==> config.mk <==
export PLATFORM = sky130hd
export DESIGN_NAME = noc_block_addsub
export DESIGN_NICKNAME = d
export VERILOG_FILES = /design/src/logic/addsub_pkg.sv /design/src/logic/noc_block_addsub.sv /design/src/logic/chdr_framer.sv /design/src/logic/header_rewriter.sv /design/src/logic/addsub.sv /design/src/logic/chdr_deframer.sv
export VERILOG_INCLUDE_DIRS = /design/src /design/src/include
export SDC_FILE = /design/constraint.sdc
export NUM_CORES = 2
export LEC_CHECK = 0
export BUFFER_PORTS_ARGS = -buffer_cell sky130_fd_sc_hd__buf_2
export CAP_MARGIN = 40
export CELL_PAD_IN_SITES_DETAIL_PLACEMENT = 1
export CELL_PAD_IN_SITES_GLOBAL_PLACEMENT = 1
export CORE_UTILIZATION = 56
export DETAILED_ROUTE_END_ITERATION = 10
export GPL_TIMING_DRIVEN = 0
export PLACE_DENSITY = 0.75
export SLEW_MARGIN = 10
export SYNTH_ARGS = -nofsm -noshare
export SYNTH_HDL_FRONTEND = slang
export SYNTH_HIERARCHICAL = 1
export SYNTH_MEMORY_MAX_BITS = 65536
export SYNTH_SLANG_ARGS = --single-unit
==> constraint.sdc <==
create_clock -name i_ce_clk -period 6.1 [get_ports i_ce_clk]
set_input_delay 0.61 -clock i_ce_clk [delete_from_list [all_inputs] [get_ports i_ce_clk]]
set_output_delay 0.61 -clock i_ce_clk [all_outputs]
set_load 0.01 [all_outputs]
==> src/include/addsub_config.svh <==
`ifndef ADDSUB_CONFIG_SVH
`define ADDSUB_CONFIG_SVH

// Width of one I or Q component
`define ADDSUB_WIDTH 16

// log2 of payload words per output packet
`define ADDSUB_MTU 5

// log2 of the header FIFO depth
`define ADDSUB_HDR_FIFO_LOG2 2

// Settings bus addresses
`define ADDSUB_SET_DEST0 8'd0
`define ADDSUB_SET_DEST1 8'd1

`endif
==> src/logic/addsub_pkg.sv <==
`include "addsub_config.svh"

package addsub_pkg;

   // Deframer takes the header word and then two samples per payload word
   typedef enum logic [1:0] {
      HEADER,
      HIGH,
      LOW
   } deframe_state_e;

   // Framer collects samples and then sends header and payload
   typedef enum logic [1:0] {
      FILL,
      SEND_HDR,
      SEND_PAYLOAD
   } frame_state_e;

   // Settings bus opcodes
   typedef enum logic [7:0] {
      SET_DEST0 = `ADDSUB_SET_DEST0,
      SET_DEST1 = `ADDSUB_SET_DEST1
   } set_addr_e;

endpackage

==> src/logic/noc_block_addsub.sv <==
`timescale 1ns/1ns
`include "addsub_config.svh"

module noc_block_addsub (
   input  logic        i_ce_clk,
   input  logic        i_rst,
   input  logic [63:0] i_in0_tdata,
   input  logic        i_in0_tlast,
   input  logic        i_in0_tvalid,
   output logic        o_in0_tready,
   input  logic [63:0] i_in1_tdata,
   input  logic        i_in1_tlast,
   input  logic        i_in1_tvalid,
   output logic        o_in1_tready,
   output logic [63:0] o_sum_tdata,
   output logic        o_sum_tlast,
   output logic        o_sum_tvalid,
   input  logic        i_sum_tready,
   output logic [63:0] o_diff_tdata,
   output logic        o_diff_tlast,
   output logic        o_diff_tvalid,
   input  logic        i_diff_tready,
   input  logic        i_set_stb,
   input  logic [7:0]  i_set_addr,
   input  logic [31:0] i_set_data
);

   logic [63:0] hdr_in0;
   logic [31:0] s0_tdata;
   logic [31:0] s1_tdata;
   logic        s0_tlast;
   logic        s1_tlast;
   logic        s0_tvalid;
   logic        s1_tvalid;
   logic        s0_tready;
   logic        s1_tready;
   logic [31:0] sum_tdata;
   logic [31:0] diff_tdata;
   logic        sum_tlast;
   logic        diff_tlast;
   logic        sum_tvalid;
   logic        diff_tvalid;
   logic        sum_tready;
   logic        diff_tready;
   logic [63:0] out_hdr0;
   logic [63:0] out_hdr1;
   logic        hdr_done0;
   logic        hdr_done1;

   ////////////////////////////////////////////////////////////////////////////
   // Deframers with the input 1 header dropped
   ////////////////////////////////////////////////////////////////////////////
   chdr_deframer u_deframer0 (
      .i_ce_clk(i_ce_clk), .i_rst(i_rst),
      .i_tdata(i_in0_tdata), .i_tlast(i_in0_tlast), .i_tvalid(i_in0_tvalid),
      .o_tready(o_in0_tready), .o_hdr(hdr_in0),
      .o_tdata(s0_tdata), .o_tlast(s0_tlast), .o_tvalid(s0_tvalid), .i_tready(s0_tready));

   chdr_deframer u_deframer1 (
      .i_ce_clk(i_ce_clk), .i_rst(i_rst),
      .i_tdata(i_in1_tdata), .i_tlast(i_in1_tlast), .i_tvalid(i_in1_tvalid),
      .o_tready(o_in1_tready), .o_hdr(),
      .o_tdata(s1_tdata), .o_tlast(s1_tlast), .o_tvalid(s1_tvalid), .i_tready(s1_tready));

   addsub #(.WIDTH(`ADDSUB_WIDTH)) u_addsub (
      .i_ce_clk(i_ce_clk), .i_rst(i_rst),
      .i_a_tdata(s0_tdata), .i_a_tlast(s0_tlast), .i_a_tvalid(s0_tvalid), .o_a_tready(s0_tready),
      .i_b_tdata(s1_tdata), .i_b_tlast(s1_tlast), .i_b_tvalid(s1_tvalid), .o_b_tready(s1_tready),
      .o_sum_tdata(sum_tdata), .o_sum_tlast(sum_tlast), .o_sum_tvalid(sum_tvalid),
      .i_sum_tready(sum_tready),
      .o_diff_tdata(diff_tdata), .o_diff_tlast(diff_tlast), .o_diff_tvalid(diff_tvalid),
      .i_diff_tready(diff_tready));

   // Push when input 0 hands its last sample to the engine
   header_rewriter u_rewriter (
      .i_ce_clk(i_ce_clk), .i_rst(i_rst),
      .i_set_stb(i_set_stb), .i_set_addr(i_set_addr), .i_set_data(i_set_data),
      .i_hdr_in(hdr_in0), .i_push(s0_tvalid & s0_tready & s0_tlast),
      .i_pop0(hdr_done0), .i_pop1(hdr_done1),
      .o_hdr0(out_hdr0), .o_hdr1(out_hdr1));

   ////////////////////////////////////////////////////////////////////////////
   // Framers
   ////////////////////////////////////////////////////////////////////////////
   chdr_framer u_framer_sum (
      .i_ce_clk(i_ce_clk), .i_rst(i_rst), .i_hdr(out_hdr0),
      .i_tdata(sum_tdata), .i_tlast(sum_tlast), .i_tvalid(sum_tvalid), .o_tready(sum_tready),
      .o_tdata(o_sum_tdata), .o_tlast(o_sum_tlast), .o_tvalid(o_sum_tvalid),
      .i_tready(i_sum_tready), .o_hdr_done(hdr_done0));

   chdr_framer u_framer_diff (
      .i_ce_clk(i_ce_clk), .i_rst(i_rst), .i_hdr(out_hdr1),
      .i_tdata(diff_tdata), .i_tlast(diff_tlast), .i_tvalid(diff_tvalid), .o_tready(diff_tready),
      .o_tdata(o_diff_tdata), .o_tlast(o_diff_tlast), .o_tvalid(o_diff_tvalid),
      .i_tready(i_diff_tready), .o_hdr_done(hdr_done1));

endmodule

==> src/logic/chdr_framer.sv <==
`timescale 1ns/1ns
`include "addsub_config.svh"

module chdr_framer (
   input  logic        i_ce_clk,
   input  logic        i_rst,
   input  logic [63:0] i_hdr,
   input  logic [31:0] i_tdata,
   input  logic        i_tlast,
   input  logic        i_tvalid,
   output logic        o_tready,
   output logic [63:0] o_tdata,
   output logic        o_tlast,
   output logic        o_tvalid,
   input  logic        i_tready,
   output logic        o_hdr_done
);

   localparam int AW    = `ADDSUB_MTU;
   localparam int WORDS = 1 << AW;

   addsub_pkg::frame_state_e state;
   logic [63:0] buffer [WORDS];
   logic [AW:0]   wr_cnt;
   logic [AW-1:0] rd_idx;
   logic        half;
   logic [31:0] high_r;
   logic        pkt_end;
   logic [63:0] hdr_r;
   logic        in_xfer;
   logic        word_in;
   logic        close;
   logic        out_last;
   logic [15:0] len;

   assign o_tready = (state == addsub_pkg::FILL);
   assign in_xfer  = i_tvalid & o_tready;

   // Second sample of a pair completes a word
   assign word_in = in_xfer & half;
   assign close   = word_in & (i_tlast | (wr_cnt == WORDS - 1));

   // Header word counts itself
   assign len      = (16'(wr_cnt) << 3) + 16'd8;
   assign out_last = ({1'b0, rd_idx} == wr_cnt - 1'b1);

   ////////////////////////////////////////////////////////////////////////////
   // Output side
   ////////////////////////////////////////////////////////////////////////////

   assign o_tvalid   = (state != addsub_pkg::FILL);
   assign o_tlast    = (state == addsub_pkg::SEND_PAYLOAD) & out_last;
   assign o_tdata    = (state == addsub_pkg::SEND_HDR) ?
                       {hdr_r[63:48], len, hdr_r[31:0]} : buffer[rd_idx];
   assign o_hdr_done = o_tlast & i_tready & pkt_end;

   always_ff @(posedge i_ce_clk) begin
      if (i_rst) begin
         state   <= addsub_pkg::FILL;
         wr_cnt  <= '0;
         rd_idx  <= '0;
         half    <= 1'b0;
         pkt_end <= 1'b0;
      end else begin
         case (state)
            addsub_pkg::FILL: begin
               if (in_xfer) half <= ~half;
               if (word_in) wr_cnt <= wr_cnt + 1'b1;
               if (close) begin
                  state   <= addsub_pkg::SEND_HDR;
                  pkt_end <= i_tlast;
               end
            end
            addsub_pkg::SEND_HDR: begin
               if (i_tready) begin
                  state  <= addsub_pkg::SEND_PAYLOAD;
                  rd_idx <= '0;
               end
            end
            addsub_pkg::SEND_PAYLOAD: begin
               if (i_tready) begin
                  if (out_last) begin
                     state  <= addsub_pkg::FILL;
                     wr_cnt <= '0;
                  end else begin
                     rd_idx <= rd_idx + 1'b1;
                  end
               end
            end
            default: state <= addsub_pkg::FILL;
         endcase
      end
   end

   // Sample packing and header capture
   always_ff @(posedge i_ce_clk) begin
      if (in_xfer && !half) high_r <= i_tdata;
      if (word_in) buffer[wr_cnt[AW-1:0]] <= {high_r, i_tdata};
      if (close) hdr_r <= i_hdr;
   end

endmodule

==> src/logic/header_rewriter.sv <==
`timescale 1ns/1ns
`include "addsub_config.svh"

module header_rewriter (
   input  logic        i_ce_clk,
   input  logic        i_rst,
   input  logic        i_set_stb,
   input  logic [7:0]  i_set_addr,
   input  logic [31:0] i_set_data,
   input  logic [63:0] i_hdr_in,
   input  logic        i_push,
   input  logic        i_pop0,
   input  logic        i_pop1,
   output logic [63:0] o_hdr0,
   output logic [63:0] o_hdr1
);

   localparam int LOG2  = `ADDSUB_HDR_FIFO_LOG2;
   localparam int DEPTH = 1 << LOG2;

   logic [15:0]   dest0;
   logic [15:0]   dest1;
   logic [63:0]   mem [DEPTH];
   logic [LOG2:0] wr_ptr;
   logic [LOG2:0] rd_ptr0;
   logic [LOG2:0] rd_ptr1;
   logic [63:0]   src0;
   logic [63:0]   src1;

   // Destination registers
   always_ff @(posedge i_ce_clk) begin
      if (i_rst) begin
         dest0 <= 16'd0;
         dest1 <= 16'd0;
      end else if (i_set_stb) begin
         case (addsub_pkg::set_addr_e'(i_set_addr))
            addsub_pkg::SET_DEST0: dest0 <= i_set_data[15:0];
            addsub_pkg::SET_DEST1: dest1 <= i_set_data[15:0];
            default: ;
         endcase
      end
   end

   // One write pointer, one read pointer per output
   always_ff @(posedge i_ce_clk) begin
      if (i_rst) begin
         wr_ptr  <= '0;
         rd_ptr0 <= '0;
         rd_ptr1 <= '0;
      end else begin
         if (i_push) wr_ptr <= wr_ptr + 1'b1;
         if (i_pop0) rd_ptr0 <= rd_ptr0 + 1'b1;
         if (i_pop1) rd_ptr1 <= rd_ptr1 + 1'b1;
      end
   end

   always_ff @(posedge i_ce_clk) begin
      if (i_push) mem[wr_ptr[LOG2-1:0]] <= i_hdr_in;
   end

   // An empty reader is still working on the packet entering the engine,
   // whose header sits in the deframer
   assign src0 = (rd_ptr0 == wr_ptr) ? i_hdr_in : mem[rd_ptr0[LOG2-1:0]];
   assign src1 = (rd_ptr1 == wr_ptr) ? i_hdr_in : mem[rd_ptr1[LOG2-1:0]];

   // Length is left for the framer
   assign o_hdr0 = {src0[63:48], 16'd0, src0[15:0], dest0};
   assign o_hdr1 = {src1[63:48], 16'd0, src1[15:0], dest1};

endmodule

==> src/logic/addsub.sv <==
`timescale 1ns/1ns

module addsub #(
   parameter int WIDTH = 16
) (
   input  logic               i_ce_clk,
   input  logic               i_rst,
   input  logic [2*WIDTH-1:0] i_a_tdata,
   input  logic               i_a_tlast,
   input  logic               i_a_tvalid,
   output logic               o_a_tready,
   input  logic [2*WIDTH-1:0] i_b_tdata,
   input  logic               i_b_tlast,
   input  logic               i_b_tvalid,
   output logic               o_b_tready,
   output logic [2*WIDTH-1:0] o_sum_tdata,
   output logic               o_sum_tlast,
   output logic               o_sum_tvalid,
   input  logic               i_sum_tready,
   output logic [2*WIDTH-1:0] o_diff_tdata,
   output logic               o_diff_tlast,
   output logic               o_diff_tvalid,
   input  logic               i_diff_tready
);

   logic [WIDTH-1:0] a_i;
   logic [WIDTH-1:0] a_q;
   logic [WIDTH-1:0] b_i;
   logic [WIDTH-1:0] b_q;
   logic             take;
   logic             fire;

   assign a_i = i_a_tdata[2*WIDTH-1:WIDTH];
   assign a_q = i_a_tdata[WIDTH-1:0];
   assign b_i = i_b_tdata[2*WIDTH-1:WIDTH];
   assign b_q = i_b_tdata[WIDTH-1:0];

   ////////////////////////////////////////////////////////////////////////////
   // Join
   ////////////////////////////////////////////////////////////////////////////

   // Both result registers must be free, so one stalled output holds both inputs
   assign take = (~o_sum_tvalid | i_sum_tready) & (~o_diff_tvalid | i_diff_tready);

   // Each side waits for its partner before it accepts
   assign o_a_tready = take & i_b_tvalid;
   assign o_b_tready = take & i_a_tvalid;
   assign fire       = take & i_a_tvalid & i_b_tvalid;

   always_ff @(posedge i_ce_clk) begin
      if (i_rst) begin
         o_sum_tvalid  <= 1'b0;
         o_diff_tvalid <= 1'b0;
      end else begin
         if (fire) o_sum_tvalid <= 1'b1;
         else if (i_sum_tready) o_sum_tvalid <= 1'b0;

         if (fire) o_diff_tvalid <= 1'b1;
         else if (i_diff_tready) o_diff_tvalid <= 1'b0;
      end
   end

   ////////////////////////////////////////////////////////////////////////////
   // Arithmetic
   ////////////////////////////////////////////////////////////////////////////

   // Component results stay WIDTH bits wide and wrap
   always_ff @(posedge i_ce_clk) begin
      if (fire) begin
         o_sum_tdata  <= {a_i + b_i, a_q + b_q};
         o_diff_tdata <= {a_i - b_i, a_q - b_q};
         o_sum_tlast  <= i_a_tlast;
         o_diff_tlast <= i_a_tlast;
      end
   end

endmodule

==> src/logic/chdr_deframer.sv <==
`timescale 1ns/1ns

module chdr_deframer (
   input  logic        i_ce_clk,
   input  logic        i_rst,
   input  logic [63:0] i_tdata,
   input  logic        i_tlast,
   input  logic        i_tvalid,
   output logic        o_tready,
   output logic [63:0] o_hdr,
   output logic [31:0] o_tdata,
   output logic        o_tlast,
   output logic        o_tvalid,
   input  logic        i_tready
);

   addsub_pkg::deframe_state_e state;
   logic        armed;
   logic        word_vld;
   logic        word_last;
   logic [63:0] word;
   logic        in_xfer;

   assign in_xfer = i_tvalid & o_tready;

   always_comb begin
      o_tready = 1'b0;
      o_tvalid = 1'b0;
      o_tlast  = 1'b0;
      o_tdata  = word[63:32];
      case (state)
         addsub_pkg::HEADER: o_tready = armed;
         addsub_pkg::HIGH: begin
            o_tready = ~word_vld;
            o_tvalid = word_vld;
         end
         addsub_pkg::LOW: begin
            o_tvalid = 1'b1;
            o_tlast  = word_last;
            o_tdata  = word[31:0];
         end
         default: o_tready = 1'b0;
      endcase
   end

   always_ff @(posedge i_ce_clk) begin
      if (i_rst) begin
         state    <= addsub_pkg::HEADER;
         armed    <= 1'b0;
         word_vld <= 1'b0;
      end else begin
         armed <= 1'b1;
         case (state)
            addsub_pkg::HEADER: if (in_xfer) state <= addsub_pkg::HIGH;
            addsub_pkg::HIGH: begin
               if (in_xfer) word_vld <= 1'b1;
               else if (word_vld && i_tready) state <= addsub_pkg::LOW;
            end
            addsub_pkg::LOW: begin
               if (i_tready) begin
                  word_vld <= 1'b0;
                  state    <= word_last ? addsub_pkg::HEADER : addsub_pkg::HIGH;
               end
            end
            default: state <= addsub_pkg::HEADER;
         endcase
      end
   end

   // Header and payload word capture
   always_ff @(posedge i_ce_clk) begin
      if (in_xfer && state == addsub_pkg::HEADER) o_hdr <= i_tdata;
      if (in_xfer && state == addsub_pkg::HIGH) begin
         word      <= i_tdata;
         word_last <= i_tlast;
      end
   end

endmodule

# [After elaboration in Yosys (flattened, before gate mapping)]
# Memories as Yosys holds them, arrays and structs flattened. A register that Yosys moved wholly into a read port is not among the register bits.
# Index checks and enable logic that the tools add are counted.
[op_classes] addsub=15 n_eq_ne=37 n_mux=74 bitwise=30 reduce_logical=40
[ops] cell="2-to-1 mux 64 bit" n=4
[ops] cell="2-to-1 mux 32 bit" n=2
[ops] cell="2-to-1 mux 5 bit" n=10
[ops] cell="2-to-1 mux 2 bit" n=20
[ops] cell="2-to-1 mux 6 bit" n=6
[ops] cell="adder 16 bit" n=2
[ops] cell="AND reduction 4 bit" n=8
[ops] cell="subtractor 16 bit" n=2
[ops] cell="!= test 2 x 1 -> 1 bit (second input constant)" n=13
[ops] cell="case mux 2 bit (3 select lines)" n=4
[ops] cell="case mux 6 bit (2 select lines)" n=2
[ops] cell="adder 9 x 4 -> 10 bit (second input constant)" n=2
[ops] cell="AND 1 bit" n=20
[ops] cell="case mux 5 bit (2 select lines)" n=2
[ops] cell="nonzero test 2 bit" n=10
[ops] cell="2-to-1 mux 1 bit" n=18
[ops] cell="!= test 2 bit (second input constant)" n=9
[ops] cell="adder 6 x 1 -> 6 bit (second input constant)" n=2
[ops] cell="== test 5 x 6 -> 1 bit" n=2
[ops] cell="== test 6 x 5 -> 1 bit (second input constant)" n=2
[ops] cell="case mux 1 bit (2 select lines)" n=6
[ops] cell="AND reduction 2 bit" n=6
[ops] cell="subtractor 6 x 1 -> 6 bit (second input constant)" n=2
[ops] cell="adder 5 x 1 -> 5 bit (second input constant)" n=2
[ops] cell="12 further kinds" n=40
[word_totals] register_bits=499 ramBits=4352 input_bits=177 output_inout_bits=134 word_cells=233 mem_count=3
[mem_list] memory="u_framer_diff.buffer" depth=32 width=64 rd=1 rd_ports_with_merged_regs=1 wr=1 line="chdr_framer.sv:23" text="logic [63:0] buffer [WORDS];"
[mem_list] memory="u_framer_sum.buffer" depth=32 width=64 rd=1 rd_ports_with_merged_regs=1 wr=1 line="chdr_framer.sv:23"
[mem_list] memory="u_rewriter.mem" depth=4 width=64 rd=2 rd_ports_with_merged_regs=2 wr=1 line="header_rewriter.sv:23" text="logic [63:0] mem [DEPTH];"

# [Depth between registers and ports, before layout]
[depth] ltp_word=8 mapped_depth=14 depth_no_buf=12

# [Hierarchy]
# Netlist, hierarchy kept.
[by_module_without_submodules] module="chdr_framer (u_framer_diff)" instances=1 cells_per_inst=3490 area_each_um2=81928.6 seq_area_each_um2=64301.7
[by_module_without_submodules] module="chdr_framer (u_framer_sum)" instances=1 cells_per_inst=3476 area_each_um2=81868.5 seq_area_each_um2=64301.7
[by_module_without_submodules] module="chdr_deframer" instances=2 cells_per_inst=205 area_each_um2=4571.9 seq_area_each_um2=3953.8
[by_module_without_submodules] module="header_rewriter" instances=1 cells_per_inst=490 area_each_um2=8264.2 seq_area_each_um2=4744.6
[by_module_without_submodules] module="addsub" instances=1 cells_per_inst=544 area_each_um2=5266.3 seq_area_each_um2=1931.9
[by_module_without_submodules] module="noc_block_addsub" instances=1 cells_per_inst=1 area_each_um2=6.3 seq_area_each_um2=0.0

# [Least setup slack after synthesis]
# OpenSTA, ideal clock, no wires.
[synth_timing] kind="reg2reg" startpoint="reg u_framer_sum.state[1]" endpoint="mem u_framer_sum.buffer[31][0], enable pin" setup_time_ns=0.487 arrival_ns=4.162 t_required_ns=5.613 setup_slack_ns=1.451 stages_incl_launch_ff=7 n_path_buf=2 period_less_slack_ns=4.649 path_cell_list="dfxtp_1 nor2_1 and3_1 clkbuf_1 clkbuf_1 nand2_1 nor2_1"
[synth_between] elab_chain_len=5
[synth_rtl] item="start: declaration" line="chdr_framer.sv:22" text="addsub_pkg::frame_state_e state;"
[synth_rtl] item="start signal: assignment" line="chdr_framer.sv:59" text="state <= addsub_pkg::FILL;"
[synth_rtl] item="start signal: assignment" line="chdr_framer.sv:70" text="state <= addsub_pkg::SEND_HDR;"
[synth_rtl] item="start signal: assignment" line="chdr_framer.sv:76" text="state <= addsub_pkg::SEND_PAYLOAD;"
[synth_rtl] item="zero test 2 bit" line="chdr_framer.sv:36" text="assign o_tready = (state == addsub_pkg::FILL);"
[synth_rtl] item="named net sum_tready" line="noc_block_addsub.sv:43" text="logic sum_tready;"
[synth_rtl] item="AND 1 bit" line="chdr_framer.sv:37" text="assign in_xfer = i_tvalid & o_tready;"
[synth_rtl] item="AND 1 bit" line="chdr_framer.sv:40" text="assign word_in = in_xfer & half;"
[synth_rtl] item="2-to-1 mux 1 bit" line="chdr_framer.sv:98" text="if (word_in) buffer[wr_cnt[AW-1:0]] <= {high_r, i_tdata};"
[synth_rtl] item="2-to-1 mux 1 bit (not written as such)" line="chdr_framer.sv:98"
[synth_rtl] item="end: declaration" line="chdr_framer.sv:23"
# The timed path passes the listed nets, and every way through them passes these cells.

==> impl_metrics.toml <==
[clocking]
cts_max_level = 5
cts.path.max_buffers = 4
clock_sinks = 4704
insertion_delay_ns = 1.05
cts_buffers = 460
clk_pin_slew_ns = 0.07
cts_tree = "yes"
cts_setup_buffers = 0
clockRootBuffer = "clkbuf_16"

[worst_setup_path]
crit_path_end_kind = "output port"
crit_required_ns = 5.49
setup.worst_path.class = "reg -> out"
cp.arrival_ns = 5.54
cp_max_fo = 10
reg2reg_slack_ns = 1.60
reg2reg_depth = 13
worstSetupStartpointType = "flop"
worst_r2r_endpoint = "u_addsub/o_sum_tdata[12]"
r2r_start = "u_deframer1/state[0]"

[hold_path]
worst_hold_path_type = "in -> reg"
hold_path_end = "u_deframer1/word_vld"
hp-start = "i_in1_tvalid"
hold_depth = 5

[timing]
report.final.slew_viol_count = 0
setup_viol = 2
rsz0062_at_grt = "no"
hold_viol = 0
period_share_pct = 101
fin_setup_tns_ns = -0.0800
tightest_slew_ns = 1.02
fin_hold_ws_ns = 0.0591
max_freq_mhz = 163
final.min_clock_period_ns = 6.15
fin_skew_ns = 0.0614
fin_ws_ns = -0.0517
slew_headroom_pct = 32.0

[detailed_routing]
drtIter0Drc = 13827
via_per_inst = 6.86
wire_per_inst_um = 41.1
route.detailed.drc = 0
drt_wl_total_mm = 591
drtPass1Iterations = 6
postRouteAntennaNets = 0
route.vias.total = 98602

[pwr]
power_mw = 68.1
p_sw_share_pct = 22.1
seq_power_share_pct = 52.2
p_int_mw = 53.1
power_frac_comb_pct = 5.1
ir_drop_mv = 0.277
powerDensity_mw_per_mm2 = 315
p_sw_mw = 15.0
pwr-share-clk_pct = 42.8
leakage_nw = 67.1

[cells_and_area]
post-route-util_pct = 66.4
final_layout_size_suffix_gt1_share_pct = 30.8
fill_cells = 25503
mostFrequentLayoutCells = "4609 x edfxtp_1, 1225 x mux4_2, 476 x clkbuf_16, 444 x buf_2, 299 x clkbuf_1"
layout_commonest_cell = "edfxtp_1"
finalNetCount = 9896
area_growth_pct = 17.8

[place]
io_buffer_count = 294
hpwlAfterDp_mm = 390
routabilityCongestion = 0.864
post-place-ws_ns = 1.08

[grt]
grt_pass1_vias = 102576
antenna_found_initial = 40
grt_pass1_wl_mm = 808
grt_max_degree = 50
overflow = 0
grt_use_total_pct = 35.6

[job]
max_cap_violations = 0

[floorplan]
die_y_um = 574
die_w_um = 574
num_rows = 209
initial_utilization_pct = 56.4
core_area_mm2 = 0.325
ios = 311
die_area_mm2 = 0.330

[yosys]
syn_nets = 8547
syn_inst = 8280
ys_warn_count = 6
netlist_area_mm2 = 0.183
avgSynthCellArea_um2 = 22.1

[outcome]
violations = "setup timing"
status = "finished, violations left"
==> cell type report <==
cell class / count / area [um2] / share of cell area, %
well taps: 4325 / 5410 / 2.51
diodes: 24 / 60.1 / 0.0278
flip-flops and latches: 4704 / 140000 / 65.0
inverters: 90 / 340 / 0.158
multi-input cells: 3035 / 41100 / 19.0
plain buffers: 451 / 2210 / 1.02
clock buffers: 584 / 12400 / 5.74
repair buffers: 887 / 11400 / 5.27
clock inverters: 274 / 2810 / 1.30
==> stage by stage <==
| step | cell area, um2 | instances |
|---|---|---|
| 2_1_floorplan | 183000 | 8280 |
| 3_3_place_gp | 190000 | 12899 |
| 3_5_place_dp | 198000 | 13301 |
| 4_1_cts | 215000 | 14307 |
| 5_1_grt | 216000 | 14358 |
| 6_report | 216000 | 14374 |
==> sequential cells by signal, summed over array words and instances (netlist names), 5 cells and up, named ones only <==
name and count:
u_framer_diff/buffer 2048, u_framer_sum/buffer 2048, u_rewriter/mem 128, u_deframer0/word 64
u_deframer1/word 64, u_framer_diff/hdr_r 48, u_framer_sum/hdr_r 48, u_addsub/o_diff_tdata 32
u_deframer0/o_hdr 32, u_framer_diff/high_r 32, u_framer_sum/high_r 32, u_addsub/o_sum_tdata 30
u_rewriter/dest0 16, u_rewriter/dest1 16, u_framer_diff/wr_cnt 6, u_framer_sum/wr_cnt 6
u_framer_diff/rd_idx 5, u_framer_sum/rd_idx 5
==> critical path, cell delays in order, from the launching register on <==
cell,delay (ns)
dfxtp_1,0.40
buf_2,0.28
buf_2,0.64
buf_4,0.44
buf_4,0.38
mux4_2,0.55
mux2i_1,0.22
a211oi_1,0.14
a21oi_1,0.59
o21ai_0,0.41
buf_4,0.29
buf_2,0.14
==> power groups by stage <==
stage                     sequential [mW]  combinational (mW)  clock, mW
after floorplan                      36.2                1.68          0
after global placement               36.2                3.05          0
after detailed placement             36.2                3.25          0
after CTS                            35.5                3.37       29.2
after global routing                 35.5                3.58       30.2
final                                35.5                3.46       29.1
==> worst max path at each step <==
stage	startpoint	endpoint	slack [ns]	depth (start not counted)
6_report	flop	o_sum_tdata[51]	-0.05	11
5_1_grt	flop	o_diff_tdata[18]	0.001	9
4_1_cts	flop	o_diff_tdata[18]	0.05	9
3_5_place_dp	flop	o_sum_tdata[29]	1.08	10
3_3_place_gp	u_framer_sum/state[1]	u_framer_sum/buffer[31][28]	-3.52	6
2_1_floorplan	u_framer_sum/state[1]	u_framer_sum/buffer[31][0]	1.45	6
==> per-layer routing <==
layer | global-route usage (%) | wire (um)
met5 | 0 | 213
met4 | 21.8 | 42400
met3 | 6.71 | 56700
met2 | 59.4 | 293000
met1 | 43.4 | 198000
==> what timing repair did <==
action,CTS,global route
hold endpoints to repair,193,0
endpoints found under the setup margin,4,0
gates resized for setup,2,0
hold buffers,148,0
Note: power is estimated with default switching activity, not from simulation.
